File: config.mk
export PLATFORM = sky130hd
export DESIGN_NAME = dma_unit
export DESIGN_NICKNAME = d
export VERILOG_FILES = /design/src/logic/dma_pkg.sv /design/src/logic/dma_mem_if.sv /design/src/logic/dma_channel_regs.sv /design/src/logic/dma_transfer_engine.sv /design/src/logic/dma_mem_port.sv /design/src/logic/dma_unit.sv
export VERILOG_INCLUDE_DIRS = /design/src /design/src/logic
export SDC_FILE = /design/constraint.sdc
export NUM_CORES = 1
export LEC_CHECK = 0
export BUFFER_PORTS_ARGS = -buffer_cell sky130_fd_sc_hd__clkbuf_2
export CELL_PAD_IN_SITES_DETAIL_PLACEMENT = 1
export CELL_PAD_IN_SITES_GLOBAL_PLACEMENT = 1
export CORE_MARGIN = 1.5
export CORE_UTILIZATION = 40
export CTS_CLUSTER_DIAMETER = 120
export CTS_CLUSTER_SIZE = 12
export DETAILED_ROUTE_END_ITERATION = 16
export PLACE_DENSITY_LB_ADDON = 0.1
export SYNTH_ARGS = -nofsm -noshare
export SYNTH_HDL_FRONTEND = slang
export SYNTH_HIERARCHICAL = 1
export SYNTH_SLANG_ARGS = --single-unit
export TNS_END_PERCENT = 10
File: constraint.sdc
create_clock -name clk -period 9.3 [get_ports clk]
set_input_delay 1.86 -clock clk [delete_from_list [all_inputs] [get_ports clk]]
set_output_delay 1.86 -clock clk [all_outputs]
set_load 0.01 [all_outputs]
File: src/logic/dma_params.svh
`ifndef DMA_PARAMS_SVH
`define DMA_PARAMS_SVH

// ==========================================================
// DMA subsystem sizes
// ==========================================================

// Channel count and the width of a channel number
`define DMA_CHANNELS 4
`define DMA_CHAN_W 2

// Channel address and count width, page width on top of it
`define DMA_ADDR_W 16
`define DMA_PAGE_W 4
`define DMA_MEM_ADDR_W (`DMA_ADDR_W + `DMA_PAGE_W)

// Word width of the memory and device data paths
`define DMA_DATA_W 16

// Memory port queue depth, also the engine credit count
`define DMA_MEM_CREDITS 2

`endif

File: src/logic/dma_pkg.sv
`include "dma_params.svh"

package dma_pkg;

    // ==========================================================
    // Control word, CPU write with cpu_addr[4] high
    // ==========================================================

    // Mode view, cpu_addr[1] low
    typedef struct packed {
        logic [2:0]                 reserved;
        logic                       decrement;   // address counts down
        logic                       auto_init;   // reload base at terminal count
        logic                       to_memory;   // device to memory when set
        logic [`DMA_CHAN_W-1:0]     channel;
    } dma_mode_view_t;

    // Single channel mask view, cpu_addr[1] high
    typedef struct packed {
        logic [4:0]                 reserved;
        logic                       mask_set;
        logic [`DMA_CHAN_W-1:0]     channel;
    } dma_mask_view_t;

    // Same byte, decoded by register address
    typedef union packed {
        dma_mode_view_t mode;
        dma_mask_view_t mask;
    } dma_ctrl_word_u;

    // ==========================================================
    // Engine to memory port request
    // ==========================================================

    typedef struct packed {
        logic [`DMA_MEM_ADDR_W-1:0] addr;    // page then channel address
        logic                       write;   // device to memory
        logic [`DMA_DATA_W-1:0]     wdata;
        logic [`DMA_CHAN_W-1:0]     chan;    // tags the read completion
    } dma_mem_req_t;

endpackage

File: src/logic/dma_mem_if.sv
`timescale 1ns/1ps
`include "dma_params.svh"

interface dma_mem_if;
    import dma_pkg::*;

    // Request, one cycle per transfer, only with a credit held
    logic                       req_valid;
    dma_mem_req_t               req;

    // One pulse per request leaving the port queue
    logic                       credit_return;

    // Read completion
    logic                       rsp_valid;
    logic [`DMA_DATA_W-1:0]     rsp_data;
    logic [`DMA_CHAN_W-1:0]     rsp_chan;

    modport engine (output req_valid, req, input credit_return);

    modport port (input req_valid, req,
                  output credit_return, rsp_valid, rsp_data, rsp_chan);

endinterface

File: src/logic/dma_channel_regs.sv
`timescale 1ns/1ps
`include "dma_params.svh"

module dma_channel_regs (
    input  logic                                        clk,
    input  logic                                        reset,
    input  logic                                        cpu_sel_dma,
    input  logic                                        cpu_sel_page,
    input  logic                                        cpu_access,
    input  logic                                        cpu_wr,
    input  logic [4:0]                                  cpu_addr,
    input  logic [`DMA_DATA_W-1:0]                      cpu_data,
    output logic                                        cpu_ack,
    input  logic                                        step,
    input  logic [`DMA_CHAN_W-1:0]                      step_chan,
    output logic [`DMA_CHANNELS-1:0][`DMA_ADDR_W-1:0]   cur_addr,
    output logic [`DMA_CHANNELS-1:0][`DMA_PAGE_W-1:0]   page,
    output logic [`DMA_CHANNELS-1:0]                    to_memory,
    output logic [`DMA_CHANNELS-1:0]                    decrement,
    output logic [`DMA_CHANNELS-1:0]                    mask,
    output logic [`DMA_CHANNELS-1:0]                    last
);
    import dma_pkg::*;

    logic [`DMA_CHANNELS-1:0][`DMA_ADDR_W-1:0]  base_addr;
    logic [`DMA_CHANNELS-1:0][`DMA_ADDR_W-1:0]  base_count;
    logic [`DMA_CHANNELS-1:0][`DMA_ADDR_W-1:0]  cur_count;
    logic [`DMA_CHANNELS-1:0]                   auto_init;

    // One-hot write strobes per channel
    logic [`DMA_CHANNELS-1:0]   addr_wr;
    logic [`DMA_CHANNELS-1:0]   count_wr;
    logic [`DMA_CHANNELS-1:0]   mode_wr;
    logic [`DMA_CHANNELS-1:0]   mask_wr;
    logic [`DMA_CHANNELS-1:0]   page_wr;
    logic [`DMA_CHANNELS-1:0]   step_sel;
    logic                       wr_en;
    dma_ctrl_word_u             ctrl;

    assign wr_en = cpu_access & cpu_wr;
    assign ctrl  = cpu_data[7:0];

    // ==========================================================
    // CPU write decode
    // ==========================================================
    always_comb begin
        addr_wr  = '0;
        count_wr = '0;
        mode_wr  = '0;
        mask_wr  = '0;
        page_wr  = '0;
        step_sel = '0;
        step_sel[step_chan] = step;
        // Channel address or count, cpu_addr[2:1] is the channel
        if (wr_en && cpu_sel_dma && !cpu_addr[4]) begin
            if (cpu_addr[3])
                count_wr[cpu_addr[2:1]] = 1'b1;
            else
                addr_wr[cpu_addr[2:1]] = 1'b1;
        end
        // Control byte carries its own channel number
        if (wr_en && cpu_sel_dma && cpu_addr[4]) begin
            if (cpu_addr[1])
                mask_wr[ctrl.mask.channel] = 1'b1;
            else
                mode_wr[ctrl.mode.channel] = 1'b1;
        end
        if (wr_en && cpu_sel_page)
            page_wr[cpu_addr[2:1]] = 1'b1;
    end

    // Count of zero means the next transfer is the final one
    always_comb begin
        for (int ch = 0; ch < `DMA_CHANNELS; ch++)
            last[ch] = (cur_count[ch] == '0);
    end

    // ==========================================================
    // Channel state
    // ==========================================================
    always_ff @(posedge clk or posedge reset) begin
        if (reset) begin
            cpu_ack    <= 1'b0;
            base_addr  <= '0;
            base_count <= '0;
            cur_addr   <= '0;
            cur_count  <= '0;
            page       <= '0;
            to_memory  <= '0;
            auto_init  <= '0;
            decrement  <= '0;
            // Nothing runs until the CPU clears a mask
            mask       <= '1;
        end else begin
            cpu_ack <= (cpu_sel_dma | cpu_sel_page) & cpu_access;
            for (int ch = 0; ch < `DMA_CHANNELS; ch++) begin
                // Engine step, applied in the acknowledge cycle
                if (step_sel[ch]) begin
                    if (last[ch]) begin
                        if (auto_init[ch]) begin
                            cur_addr[ch]  <= base_addr[ch];
                            cur_count[ch] <= base_count[ch];
                        end else begin
                            mask[ch] <= 1'b1;
                        end
                    end else begin
                        if (decrement[ch])
                            cur_addr[ch] <= cur_addr[ch] - 1'b1;
                        else
                            cur_addr[ch] <= cur_addr[ch] + 1'b1;
                        cur_count[ch] <= cur_count[ch] - 1'b1;
                    end
                end
                // CPU writes win over a step in the same cycle
                if (addr_wr[ch]) begin
                    base_addr[ch] <= cpu_data;
                    cur_addr[ch]  <= cpu_data;
                end
                if (count_wr[ch]) begin
                    base_count[ch] <= cpu_data;
                    cur_count[ch]  <= cpu_data;
                end
                if (mode_wr[ch]) begin
                    to_memory[ch] <= ctrl.mode.to_memory;
                    auto_init[ch] <= ctrl.mode.auto_init;
                    decrement[ch] <= ctrl.mode.decrement;
                end
                if (mask_wr[ch])
                    mask[ch] <= ctrl.mask.mask_set;
                if (page_wr[ch])
                    page[ch] <= cpu_data[`DMA_PAGE_W-1:0];
            end
        end
    end

endmodule

File: src/logic/dma_transfer_engine.sv
`timescale 1ns/1ps
`include "dma_params.svh"

module dma_transfer_engine (
    input  logic                                        clk,
    input  logic                                        reset,
    input  logic [`DMA_CHANNELS-1:0]                    dma_req,
    input  logic [`DMA_CHANNELS-1:0][`DMA_ADDR_W-1:0]   cur_addr,
    input  logic [`DMA_CHANNELS-1:0][`DMA_PAGE_W-1:0]   page,
    input  logic [`DMA_CHANNELS-1:0]                    to_memory,
    input  logic [`DMA_CHANNELS-1:0]                    mask,
    input  logic [`DMA_CHANNELS-1:0]                    last,
    input  logic [`DMA_DATA_W-1:0]                      dev_wdata,
    output logic                                        step,
    output logic [`DMA_CHAN_W-1:0]                      step_chan,
    output logic [`DMA_CHANNELS-1:0]                    dma_ack,
    output logic                                        tc,
    dma_mem_if.engine                                   mem
);
    import dma_pkg::*;

    localparam int CHAN_W = `DMA_CHAN_W;
    localparam int CRED_W = $clog2(`DMA_MEM_CREDITS + 1);

    logic [CRED_W-1:0]          credits;
    logic                       grant_valid;
    logic [CHAN_W-1:0]          grant_chan;
    logic                       issue;
    logic [`DMA_CHANNELS-1:0]   ack_next;
    dma_mem_req_t               next_req;

    // ==========================================================
    // Fixed priority, channel 0 highest
    // ==========================================================
    always_comb begin
        grant_valid = 1'b0;
        grant_chan  = '0;
        // Walk down so the lowest requesting channel is kept
        for (int ch = `DMA_CHANNELS - 1; ch >= 0; ch--) begin
            if (dma_req[ch] && !mask[ch]) begin
                grant_valid = 1'b1;
                grant_chan  = CHAN_W'(ch);
            end
        end
    end

    // step high marks the acknowledge cycle, no issue there
    assign issue = grant_valid && !step && (credits != '0);

    always_comb begin
        ack_next = '0;
        ack_next[grant_chan] = issue;
    end

    // Word address is the page above the channel address
    always_comb begin
        next_req.addr  = {page[grant_chan], cur_addr[grant_chan]};
        next_req.write = to_memory[grant_chan];
        next_req.wdata = dev_wdata;
        next_req.chan  = grant_chan;
    end

    // ==========================================================
    // Credit counter
    // ==========================================================
    always_ff @(posedge clk or posedge reset) begin
        if (reset) begin
            credits <= CRED_W'(`DMA_MEM_CREDITS);
        end else begin
            case ({issue, mem.credit_return})
                2'b10:   credits <= credits - 1'b1;
                2'b01:   credits <= credits + 1'b1;
                default: credits <= credits;
            endcase
        end
    end

    // ==========================================================
    // Issue registers
    // ==========================================================
    always_ff @(posedge clk or posedge reset) begin
        if (reset) begin
            mem.req_valid <= 1'b0;
            step          <= 1'b0;
            dma_ack       <= '0;
            tc            <= 1'b0;
        end else begin
            mem.req_valid <= issue;
            step          <= issue;
            dma_ack       <= ack_next;
            // Terminal count rides with the final acknowledge
            tc            <= issue & last[grant_chan];
        end
    end

    // Payload, only meaningful with req_valid or step
    always_ff @(posedge clk) begin
        if (issue) begin
            mem.req   <= next_req;
            step_chan <= grant_chan;
        end
    end

endmodule

File: src/logic/dma_mem_port.sv
`timescale 1ns/1ps
`include "dma_params.svh"

module dma_mem_port (
    input  logic                        clk,
    input  logic                        reset,
    dma_mem_if.port                     mem,
    output logic [`DMA_MEM_ADDR_W-1:0]  m_addr,
    output logic                        m_wr,
    output logic                        m_access,
    output logic [`DMA_DATA_W-1:0]      m_wdata,
    input  logic [`DMA_DATA_W-1:0]      m_rdata,
    input  logic                        m_ack
);
    import dma_pkg::*;

    localparam int DEPTH = `DMA_MEM_CREDITS;
    localparam int PTR_W = $clog2(DEPTH);
    localparam int CNT_W = $clog2(DEPTH + 1);

    dma_mem_req_t       queue [DEPTH];
    dma_mem_req_t       head;
    logic [PTR_W-1:0]   wr_ptr;
    logic [PTR_W-1:0]   rd_ptr;
    logic [CNT_W-1:0]   used;
    logic               pop;

    function automatic logic [PTR_W-1:0] ptr_next(input logic [PTR_W-1:0] ptr);
        ptr_next = (ptr == PTR_W'(DEPTH - 1)) ? '0 : ptr + 1'b1;
    endfunction

    // Head entry sits on the bus until the memory acknowledges
    assign head     = queue[rd_ptr];
    assign m_access = (used != '0);
    assign m_addr   = head.addr;
    assign m_wr     = head.write;
    assign m_wdata  = head.wdata;

    // A pop frees a slot, hand the credit back at once
    assign pop               = m_access & m_ack;
    assign mem.credit_return = pop;

    // ==========================================================
    // In-order queue, never full thanks to engine credits
    // ==========================================================
    always_ff @(posedge clk or posedge reset) begin
        if (reset) begin
            wr_ptr <= '0;
            rd_ptr <= '0;
            used   <= '0;
        end else begin
            if (mem.req_valid)
                wr_ptr <= ptr_next(wr_ptr);
            if (pop)
                rd_ptr <= ptr_next(rd_ptr);
            case ({mem.req_valid, pop})
                2'b10:   used <= used + 1'b1;
                2'b01:   used <= used - 1'b1;
                default: used <= used;
            endcase
        end
    end

    always_ff @(posedge clk) begin
        if (mem.req_valid)
            queue[wr_ptr] <= mem.req;
    end

    // Read completion, one cycle behind m_ack
    always_ff @(posedge clk or posedge reset) begin
        if (reset)
            mem.rsp_valid <= 1'b0;
        else
            mem.rsp_valid <= pop & ~head.write;
    end

    always_ff @(posedge clk) begin
        if (pop) begin
            mem.rsp_data <= m_rdata;
            mem.rsp_chan <= head.chan;
        end
    end

endmodule

File: src/logic/dma_unit.sv
`timescale 1ns/1ps
`include "dma_params.svh"

module dma_unit (
    input  logic                        clk,
    input  logic                        reset,
    // CPU register write port
    input  logic                        cpu_sel_dma,
    input  logic                        cpu_sel_page,
    input  logic                        cpu_access,
    input  logic                        cpu_wr,
    input  logic [4:0]                  cpu_addr,
    input  logic [`DMA_DATA_W-1:0]      cpu_data,
    output logic                        cpu_ack,
    // Device handshake
    input  logic [`DMA_CHANNELS-1:0]    dma_req,
    output logic [`DMA_CHANNELS-1:0]    dma_ack,
    output logic                        tc,
    input  logic [`DMA_DATA_W-1:0]      dev_wdata,
    output logic [`DMA_DATA_W-1:0]      dev_rdata,
    output logic                        dev_rvalid,
    output logic [`DMA_CHAN_W-1:0]      dev_rchan,
    // Memory bus
    output logic [`DMA_MEM_ADDR_W-1:0]  m_addr,
    output logic                        m_wr,
    output logic [`DMA_DATA_W-1:0]      m_wdata,
    input  logic [`DMA_DATA_W-1:0]      m_rdata,
    output logic                        m_access,
    input  logic                        m_ack
);

    // ==========================================================
    // Register file to engine
    // ==========================================================
    logic [`DMA_CHANNELS-1:0][`DMA_ADDR_W-1:0]  cur_addr;
    logic [`DMA_CHANNELS-1:0][`DMA_PAGE_W-1:0]  page;
    logic [`DMA_CHANNELS-1:0]                   to_memory;
    logic [`DMA_CHANNELS-1:0]                   mask;
    logic [`DMA_CHANNELS-1:0]                   last;
    logic                                       step;
    logic [`DMA_CHAN_W-1:0]                     step_chan;

    dma_mem_if mem_bus ();

    dma_channel_regs u_regs (
        .clk, .reset,
        .cpu_sel_dma, .cpu_sel_page, .cpu_access, .cpu_wr,
        .cpu_addr, .cpu_data, .cpu_ack,
        .step, .step_chan,
        .cur_addr, .page, .to_memory, .decrement (), .mask, .last
    );

    dma_transfer_engine u_engine (
        .clk, .reset,
        .dma_req, .cur_addr, .page, .to_memory, .mask, .last, .dev_wdata,
        .step, .step_chan, .dma_ack, .tc,
        .mem (mem_bus.engine)
    );

    dma_mem_port u_mem_port (
        .clk, .reset,
        .mem (mem_bus.port),
        .m_addr, .m_wr, .m_access, .m_wdata, .m_rdata, .m_ack
    );

    // Read data goes straight back to the devices
    assign dev_rvalid = mem_bus.rsp_valid;
    assign dev_rdata  = mem_bus.rsp_data;
    assign dev_rchan  = mem_bus.rsp_chan;

endmodule

# After elaboration in Yosys (flattened, before gate mapping)
# Memories as Yosys holds them, arrays and structs flattened.
# Index checks and enable logic that the tools add are counted.
[word_totals]
ram_bits = 78
word_cells = 250
ff_bits = 359
out_inout_bits = 63
mem_count = 1
[classes]
muxes = 91
bitwise_logic = 9
magnitude_cmp = 8
add_sub_neg = 18
n_reduce_logical = 56
n_eq_ne = 16
[mem_list]
columns = ["name", "words", "width", "read_ports", "rd_ports_with_merged_regs", "write_ports", "line", "text"]
rows = [
  ["u_mem_port.queue", 2, 39, 1, 0, 1, "dma_mem_port.sv:21", "dma_mem_req_t queue [DEPTH];"],
]
[ops]
columns = ["operator", "count"]
rows = [
  ["16-bit 2-to-1 mux", 37],
  ["16-bit by 1-bit subtractor with 16-bit output, second input constant", 8],
  ["16-bit by 1-bit adder with 16-bit output, second input constant", 4],
  ["16-bit zero test", 4],
  ["4-bit 2-to-1 mux", 10],
  ["2-bit nonzero test", 20],
  ["16-bit binary-select mux with 2-bit select", 1],
  ["1-bit 2-to-1 mux", 30],
  ["3-bit != test, second input constant", 8],
  ["2-bit AND reduction", 8],
  ["1-bit logical AND", 14],
  ["2-bit by 3-bit less-than comparator with 1-bit output, second input constant", 4],
  ["3-bit AND reduction", 4],
  ["4-bit AND", 2],
  ["4-bit binary-select mux with 2-bit select", 1],
  ["1-bit demux with 2-bit select", 4],
  ["2-bit by 1-bit greater-or-equal comparator with 1-bit output, second input constant", 4],
  ["2-bit 2-to-1 mux", 4],
  ["2-bit != test, second input constant", 4],
  ["2-bit case mux with 2 select lines", 2],
  ["1-bit zero test", 6],
  ["1-bit AND", 5],
  ["2-bit by 1-bit adder with 2-bit output, second input constant", 2],
  ["1-bit binary-select mux with 2-bit select", 2],
  ["other kinds (6)", 10],
]

# Depth between registers and ports, before layout
# Gate-level depths: netlist of run 1.
[depth]
ltp_word = 11
mapped_depth = 11

# Cells and area by module
# Netlist of run 1, hierarchy kept.
[by_module_without_submodules]
columns = ["mod", "cells_per_inst", "seq_area_each_um2", "area_per_inst_um2", "n_inst"]
rows = [
  ["dma_channel_regs", 1965, 7236.9, 16390.7, 1],
  ["dma_mem_port", 195, 3007.9, 3854.9, 1],
  ["dma_transfer_engine", 155, 1372.6, 2102.0, 1],
]

# Worst setup path before layout of run 1
# Ideal clock, no wire load.
[synth_path]
kind = "input-to-reg"
start = "input port cpu_sel_dma"
end = "register u_regs/cur_addr[8] in the netlist's numbering"
cell_stages = 7
t_arrival_ns = 3.441
path_slack_ns = 5.739
path_buffers = 2
setup_time_ns = 0.120
path_cell_list = "nand3_1 or3_1 clkbuf_1 nor3_1 clkbuf_1 o21ai_0 a31o_2"
[synth_via]
elab_chain_cells = 5
[synth_rtl]
columns = ["element", "line", "text"]
rows = [
  ["start: declaration", "dma_unit.sv:8", "input logic cpu_sel_dma,"],
  ["1-bit logical AND * (2 in series)", "dma_channel_regs.sv:55", "if (wr_en && cpu_sel_dma && !cpu_addr[4]) begin"],
  ["4-bit 2-to-1 mux *", "dma_channel_regs.sv:55", ""],
  ["3-bit != test (no source line) / 2-bit nonzero test (equally long branches)", "n/a", ""],
  ["2-bit AND reduction (no source line)", "n/a", ""],
  ["end signal: indexed assignment", "dma_channel_regs.sv:101", "cur_addr[ch] <= base_addr[ch];"],
  ["end signal: indexed assignment", "dma_channel_regs.sv:108", "cur_addr[ch] <= cur_addr[ch] - 1'b1;"],
  ["end signal: indexed assignment", "dma_channel_regs.sv:110", "cur_addr[ch] <= cur_addr[ch] + 1'b1;"],
  ["end: declaration", "dma_channel_regs.sv:16", "output logic [`DMA_CHANNELS-1:0][`DMA_ADDR_W-1:0] cur_addr,"],
]
# Mark *: on every way between the ends. The rest lies on a longest branch, timed or not.
# A chain may end at the register's enable or synchronous reset.

# Worst setup path in the final report of run 1
[layout_path]
start = "register u_mem_port.rd_ptr"
end = "output port m_addr[3]"
[layout_via]
elab_chain_cells = 1
[layout_rtl]
columns = ["element", "line", "text"]
rows = [
  ["start: declaration", "dma_mem_port.sv:24", "logic [PTR_W-1:0] rd_ptr;"],
  ["start signal: assignment", "dma_mem_port.sv:55", "rd_ptr <= ptr_next(rd_ptr);"],
  ["memory read 2 x 39 bit", "n/a", ""],
  ["end: declaration", "dma_unit.sv:24", "output logic [`DMA_MEM_ADDR_W-1:0] m_addr,"],
]
# No other way between the ends.

==> summary.txt, run 1 <==
Cells and area
  – Fin nets: 2484
  – Fraction of final layout cells sized beyond drive strength 1: 12.9%
  – Synth-to-Final Area Change: 9.80%

Timing
  – Final period util: between 40% and 50%
  – Fmax: 0.247 GHz
  – Final hold viol count: 0
  – Max Slew Vio Count: 0
  – Worst hold slack: around 440 ps
  – Tmin final: about 4100 ps
  – RSZ-0062 raised after global routing: no
  – Worst slew pin tran: about 1200 ps
  – Layout Skew: 29.4 ps
  – Setup-failing EPs final: 0
  – Setup TNS: 0 ps
  – Relative slew slack: between 20% and 30%

Synthesis
  – Syn Std Cell Area: ~0.022 mm²
  – Synth unique cells: between 80 and 90
  – Synthesized area per cell: roughly 9.7 µm²
  – Net Count, Synth: 2449
  – Area contributors post-synth: dfrtp_1 (33%), edfxtp_1 (18%), nand2_1 (8.8%), a21oi_1 (4.0%), ha_1 (3.7%)
  – Async S/R FF share, synth: 69.1%
  – Number of synthesized flops with an enable pin: around 140
  – Ys flop type: dfrtp_1
  – Sequential share of the synthesized area: between 50% and 60%
  – Yosys top cell area share: between 30% and 40%
  – Post-Syn Instances: between 2000 and 2500
  – Synth warnings: 6
  – Synth area leader: dfrtp_1
  – Number of synthesized register bits: roughly 440

Pwr
  – Max VDD drop: 136 µV
  – Leakage: between 10 and 15 nW
  – Pwr/cell area: around 280 mW/mm²

Critical path
  – Critical path endpoint category: primary output
  – Critical Path Fanout Max: 40
  – Crit start category: flop
  – Worst r2r src: u_regs/cur_count[50]
  – R2R setup slack: between 5000 and 6000 ps
  – CP startpoint: u_mem_port/rd_ptr
  – Crit path kind: flop to primary output
  – Worst path required time: 7440 ps
  – Critical path arrival: ~2200 ps

Detailed routing
  – WL final: between 70000 and 80000 µm
  – DRC viols: 0
  – TritonRoute pass-1 iters: 5
  – Via count: around 18000
  – Post-route ant nets: 0
  – Via density: 5.70
  – Post-DR wirelength/cell: 22.5 µm
  – DRT iter0 DRCs: 1077

Flow run
  – Maxcap violations: 0

GRT
  – Tot GR Track Use: approximately a quarter
  – Initial antenna violation count: 4
  – First-pass GRT wire length: ~110000 µm
  – Overflow left after global routing: 0
  – Vias in the first global route: around 18000
  – Largest net degree at the start of global routing: 150

Die
  – CORE AREA: between 0.05 and 0.06 mm²
  – Num ports: 127
  – Chip Height: approximately 240 µm
  – Initial Util: between 40% and 50%
  – Die area: 0.0573 mm²
  – Die X: 239 µm
  – Rows: 86

Clocking
  – CTS Buf Count: 42
  – CTS Sinks: between 400 and 500
  – Worst-Skew Late Latency: between 600 and 700 ps
  – TritonCTS clock tree: done
  – H-tree depth reported by CTS: 2
  – Root Driver: clkbuf_16
  – Worst-path clk slew: roughly 60 ps
  – Hold buffer count at CTS: 0
  – Resized cells post-CTS: 0
  – Number of setup buffers added after CTS: 0
  – CTS Buffer Depth: 3

Run status
  – Status: finished, final reports clean

Min path
  – Hold WC Path Type: flop to flop
  – HP Start: u_engine/mem.req[15]

Place
  – Port buffer count: about 130
  – Routability congestion estimate: roughly 0.84
  – DP HPWL: approximately 46000 µm
==> per-stage QoR <==
step / setup slack (ps) / power, W / util [%] / cell area [µm²] / cells
after global placement: 4780 / 0.00511 / 42.2 / 23300 / 3054
after global routing: 5130 / 0.00726 / 44.4 / 24500 / 3120
after floorplan: 3610 / 0.00458 / - / 22400 / 2315
after detailed placement: 4710 / 0.00522 / 42.2 / 23300 / 3054
final: 5250 / 0.00683 / 44.5 / 24500 / 3123
after CTS: 5190 / 0.00689 / 44.4 / 24500 / 3120
==> Yosys cell counts, drive strengths merged, types with 38 or more instances <==
cell type  instances
edfxtp           135
clkbuf            94
nor2             163
nor3              43
a21oi            180
o21ai            153
dfrtp            297
inv               50
ha                66
buf               64
nand3             38
nand2            527
mux2              63
==> worst max-delay path, stage by stage (launching register included) <==
cell	delay, ps
dfrtp_2	980
mux2_2	420
clkbuf_2	140
==> area by class of cell <==
type | instances | area (µm²)
tap | 748 | 936
timing repair buffer | 149 | 818
fill | 6229 | 30700
clock inverter | 4 | 88.8
sequential | 437 | 11600
clock buffer | 62 | 1130
multi-input combinational | 1668 | 9740
antenna | 3 | 7.51
inverter | 52 | 200
==> kinds of logic (layout without fill, tap and decap cells) <==
kind of cell	count (synthesis)	after routing	share of synthesized area [%]
and+or+nand+nor	898	898	17.5
AOI/OAI and AO/OA	573	573	16.1
DFF	437	437	52.0
buffers and inverters	210	267	4.66
adders and majority gates	70	70	4.05
muxes	66	66	3.33
xor gates and xnor gates	61	61	2.39
other	0	3	0
==> worst paths after layout <==
path / end / cells after the start
hold reg to reg: u_mem_port/queue[1][15] / 0
setup / recovery: m_addr[3] / 2
min in group asynchronous: u_mem_port/used[1] / 2
max in group asynchronous: u_regs/base_addr[61] / 4
hold / removal: u_mem_port/queue[1][15] / 0
setup reg to reg: u_regs/cur_addr[63] / 7
==> power breakdown <==
part / switching, W / internal (W)
combinational: 0.00126 / 0.000888
sequential: 0.000498 / 0.00255
clock: 0.000781 / 0.000847
==> flip-flops by register name, indices dropped and copies added, names as in the netlist, 16 cells and up <==
name	flops
u_mem_port/queue	78
u_regs/base_addr	64
u_regs/base_count	64
u_regs/cur_addr	64
u_regs/cur_count	64
u_engine/mem.req	37
u_mem_port/mem.rsp_data	16
u_regs/page	16
==> placed cells by master (no fill, tap or decap), types with 12 or more instances in the layout <==
cell type / netlist / routed
a21o_1: 15 / 15
clkbuf_2: 2 / 125
a211oi_1: 34 / 34
nor3_1: 41 / 39
xnor2_1: 29 / 29
a31oi_1: 13 / 13
o211ai_1: 27 / 27
and3_1: 25 / 25
nor2b_1: 12 / 12
or3_1: 13 / 13
o21ai_0: 143 / 143
nor4_1: 16 / 16
o21a_1: 13 / 13
dfrtp_1: 297 / 296
o22ai_1: 16 / 16
xor2_1: 32 / 32
o221ai_1: 34 / 34
a222oi_1: 21 / 21
mux2_2: 62 / 62
clkbuf_1: 92 / 20
nor2_1: 161 / 158
inv_1: 49 / 48
clkbuf_16: 0 / 42
nand3_1: 38 / 38
edfxtp_1: 135 / 135
a21oi_1: 180 / 179
nand2_1: 526 / 526
buf_4: 48 / 23
ha_1: 66 / 66
==> metal layers <==
layer	vias up	routed length [µm]	GRT usage, %	share of wire, %
li1	8279	-	-	-
met1	9036	32100	33.2	46
met2	371	32500	39.9	46
met3	109	2930	3.57	4.2
met4	2	2750	10.1	3.9
met5	-	18	0	0.026
Power figures use the tool's default switching activity.
==> run 2, diff against run 1 <==
==> constraint.sdc (replaced) <==
create_clock -name clk -period 3.6 [get_ports clk]
set_input_delay 0.72 -clock clk [delete_from_list [all_inputs] [get_ports clk]]
set_output_delay 0.72 -clock clk [all_outputs]
set_load 0.01 [all_outputs]
==> run 2 against run 1 <==
Net effect:
- hold slack worse by 370 ps
- sequential share of layout area down 0.70 points
- critical endpoint is now u_regs/cur_addr[28]
- flip-flop and latch count unchanged
- largest cell class unchanged
- largest power group unchanged
==> summary.txt, run 2 (synthesis gave the netlist of run 1 again) <==
Clocking
  – Hold buffer count at CTS: 0 (unchanged)
  – Worst-Skew Late Latency: 610 ps (about the same)
  – Worst-path clk slew: 70 ps (about the same)
  – Root Driver: clkbuf_16
  – TritonCTS clock tree: done
  – H-tree depth reported by CTS: 2 (unchanged)
  – Number of setup buffers added after CTS: 0 (unchanged)
  – CTS Buffer Depth: 3 (unchanged)
  – CTS Buf Count: 42 (unchanged)
  – Resized cells post-CTS: 0 (unchanged)
  – CTS Sinks: 437 (unchanged)

Timing
  – Setup-failing EPs final: 0 (unchanged)
  – Layout Skew: 37.4 ps (+7.95 ps)
  – Tmin final: 3100 ps
  – Worst hold slack: 69.9 ps (-371 ps)
  – RSZ-0062 raised after global routing: no
  – Relative slew slack: 34.0% (+14 points)
  – Worst setup margin: 498 ps (-4750 ps)
  – Max Slew Vio Count: 0 (unchanged)
  – Final hold viol count: 0 (unchanged)
  – Final period util: between 80% and 90%
  – Fmax: roughly 0.32 GHz
  – Worst slew pin tran: 989 ps (-201 ps)

Detailed routing
  – DRT iter0 DRCs: 1091 (+1.3%)
  – Via density: 5.67 (-0.45%)
  – Post-route ant nets: 0 (unchanged)
  – Via count: 17961 (+0.92%)
  – TritonRoute pass-1 iters: 6 (+1)
  – DRC viols: 0 (unchanged)
  – Post-DR wirelength/cell: 22.5 µm (about the same)
  – WL final: 71200 µm (+1.4%)

Critical path
  – Critical path arrival: 3580 ps (+1390 ps)
  – Slowest stage delay, CP: 600 ps (-380 ps)
  – Crit path kind: flop to flop
  – Crit-path cells: or4_1, or4b_1, or2_1, buf_4, nand3_1, nor2_1, a211o_1
  – Critical path endpoint category: flop
  – Slowest-stage cell, CP: or4_1
  – Worst path required time: 4080 ps (-3360 ps)
  – Crit start category: flop
  – Critical Path Fanout Max: 14 (-65%)

Pwr
  – Max VDD drop: 352 µV (+160%)
  – Pwr/cell area: 713 mW/mm² (+160%)
  – Leakage: 11.0 nW (+2.2%)

Die
  – Rows: 86 (unchanged)
  – Num ports: 127 (unchanged)
  – CORE AREA: 0.0552 mm² (unchanged)
  – Die area: 0.0573 mm² (unchanged)
  – Chip Height: 239 µm (unchanged)
  – Die X: 239 µm (unchanged)
  – Initial Util: 40.5% (unchanged)

Cells and area
  – Fin nets: 2527 (+1.7%)
  – Max reg flops: 78 (unchanged)
  – Most common cell after layout, fill and taps aside: nand2_1
  – Synth-to-Final Area Change: 11.5%
  – Fillers: 6253 (+0.39%)
  – Final core occ: 45.1% (+0.67 points)
  – Design area: 0.0249 mm² (+1.5%)
  – Biggest register: u_mem_port/queue
  – Fraction of final layout cells sized beyond drive strength 1: 14.4% (+1.5 points)
  – Most frequent cells in the layout: nand2_1 (526), dfrtp_1 (296), a21oi_1 (180)

Place
  – Worst slack at placement: 510 ps (-4200 ps)
  – DP HPWL: 48200 µm (+4.8%)
  – Routability congestion estimate: 0.881 (+4.7%)
  – Placed Area: 0.0237 mm² (+1.6%)
  – Port buffer count: 125 (unchanged)

GRT
  – Tot GR Track Use: 25.2% (+0.53 points)
  – Largest net degree at the start of global routing: 93 (-38%)
  – Initial antenna violation count: 3 (-1)
  – Overflow left after global routing: 0 (unchanged)
  – Vias in the first global route: 18614 (+1.2%)
  – First-pass GRT wire length: 111000 µm (+2.0%)

Min path
  – Hold WC Path Type: input port to asynchronous set/reset pin

Run status
  – Status: finished, final reports clean

Flow run
  – Maxcap violations: 0 (unchanged)
==> run 2: cell types whose count changed in the layout (fill, tap and decap cells not counted), sizes merged <==
cell | before | now
buf | 24 | 67
clkbuf | 187 | 188
diode | 3 | 2
==> run 2: per-layer routing <==
metal | track usage [%] | vias to the layer above | routed length, µm
met3 | 3.94 | 106 | 3330
li1 | - | 8369 | -
met1 | 34.1 | 9086 | 32400
met5 | 0 | - | 10
met2 | 40.9 | 398 | 33100
met4 | 8.92 | 2 | 2380
==> run 2: power breakdown <==
group | internal (W) | switching [W]
clock network | 0.00219 | 0.00200
logic | 0.00239 | 0.00334
registers | 0.00659 | 0.00124
total | 0.0112 | 0.00658
==> run 2: critical path, delay by kind of cell (launching register included) <==
family	cells	cell delay, ps
AOI/OAI and AO/OA	1	290
buffers and inverters	1	270
and+or+nand+nor	5	2000
DFF	1	440
==> run 2: final timing paths <==
kind / from / endpoint / slack, ps / cells after the start
hold / removal: reset / u_mem_port/wr_ptr / 70 / 2
setup / recovery: u_regs/cur_count[22] / u_regs/cur_addr[28] / 500 / 7
min in group clk: dev_wdata[11] / u_engine/mem.req[13] / 300 / 1
hold reg to reg: u_engine/mem.req[8] / u_mem_port/queue[0][8] / 450 / 0
max in group asynchronous: reset / u_regs/cur_addr[54] / 2460 / 3
setup reg to reg: u_regs/cur_count[22] / u_regs/cur_addr[28] / 500 / 7
==> run 2: stage by stage <==
stage                     instances  TNS [ps]  power (W)
final                          3166         0     0.0178
after global routing           3164         0     0.0189
after CTS                      3164         0     0.0179
after detailed placement       3097         0     0.0136
after global placement         3097         0     0.0133
after floorplan                2315   -270730     0.0118
==> run 2: cell type report <==
type / count / area, µm² / area share (%)
timing repair buffer: 192 / 1190 / 4.78
multi-input combinational: 1668 / 9740 / 39.1
tap: 748 / 936 / 3.76
antenna: 2 / 5.00 / 0.0201
clock buffer: 63 / 1130 / 4.54
clock inverter: 4 / 88.8 / 0.357
inverter: 52 / 200 / 0.804
sequential: 437 / 11600 / 46.6
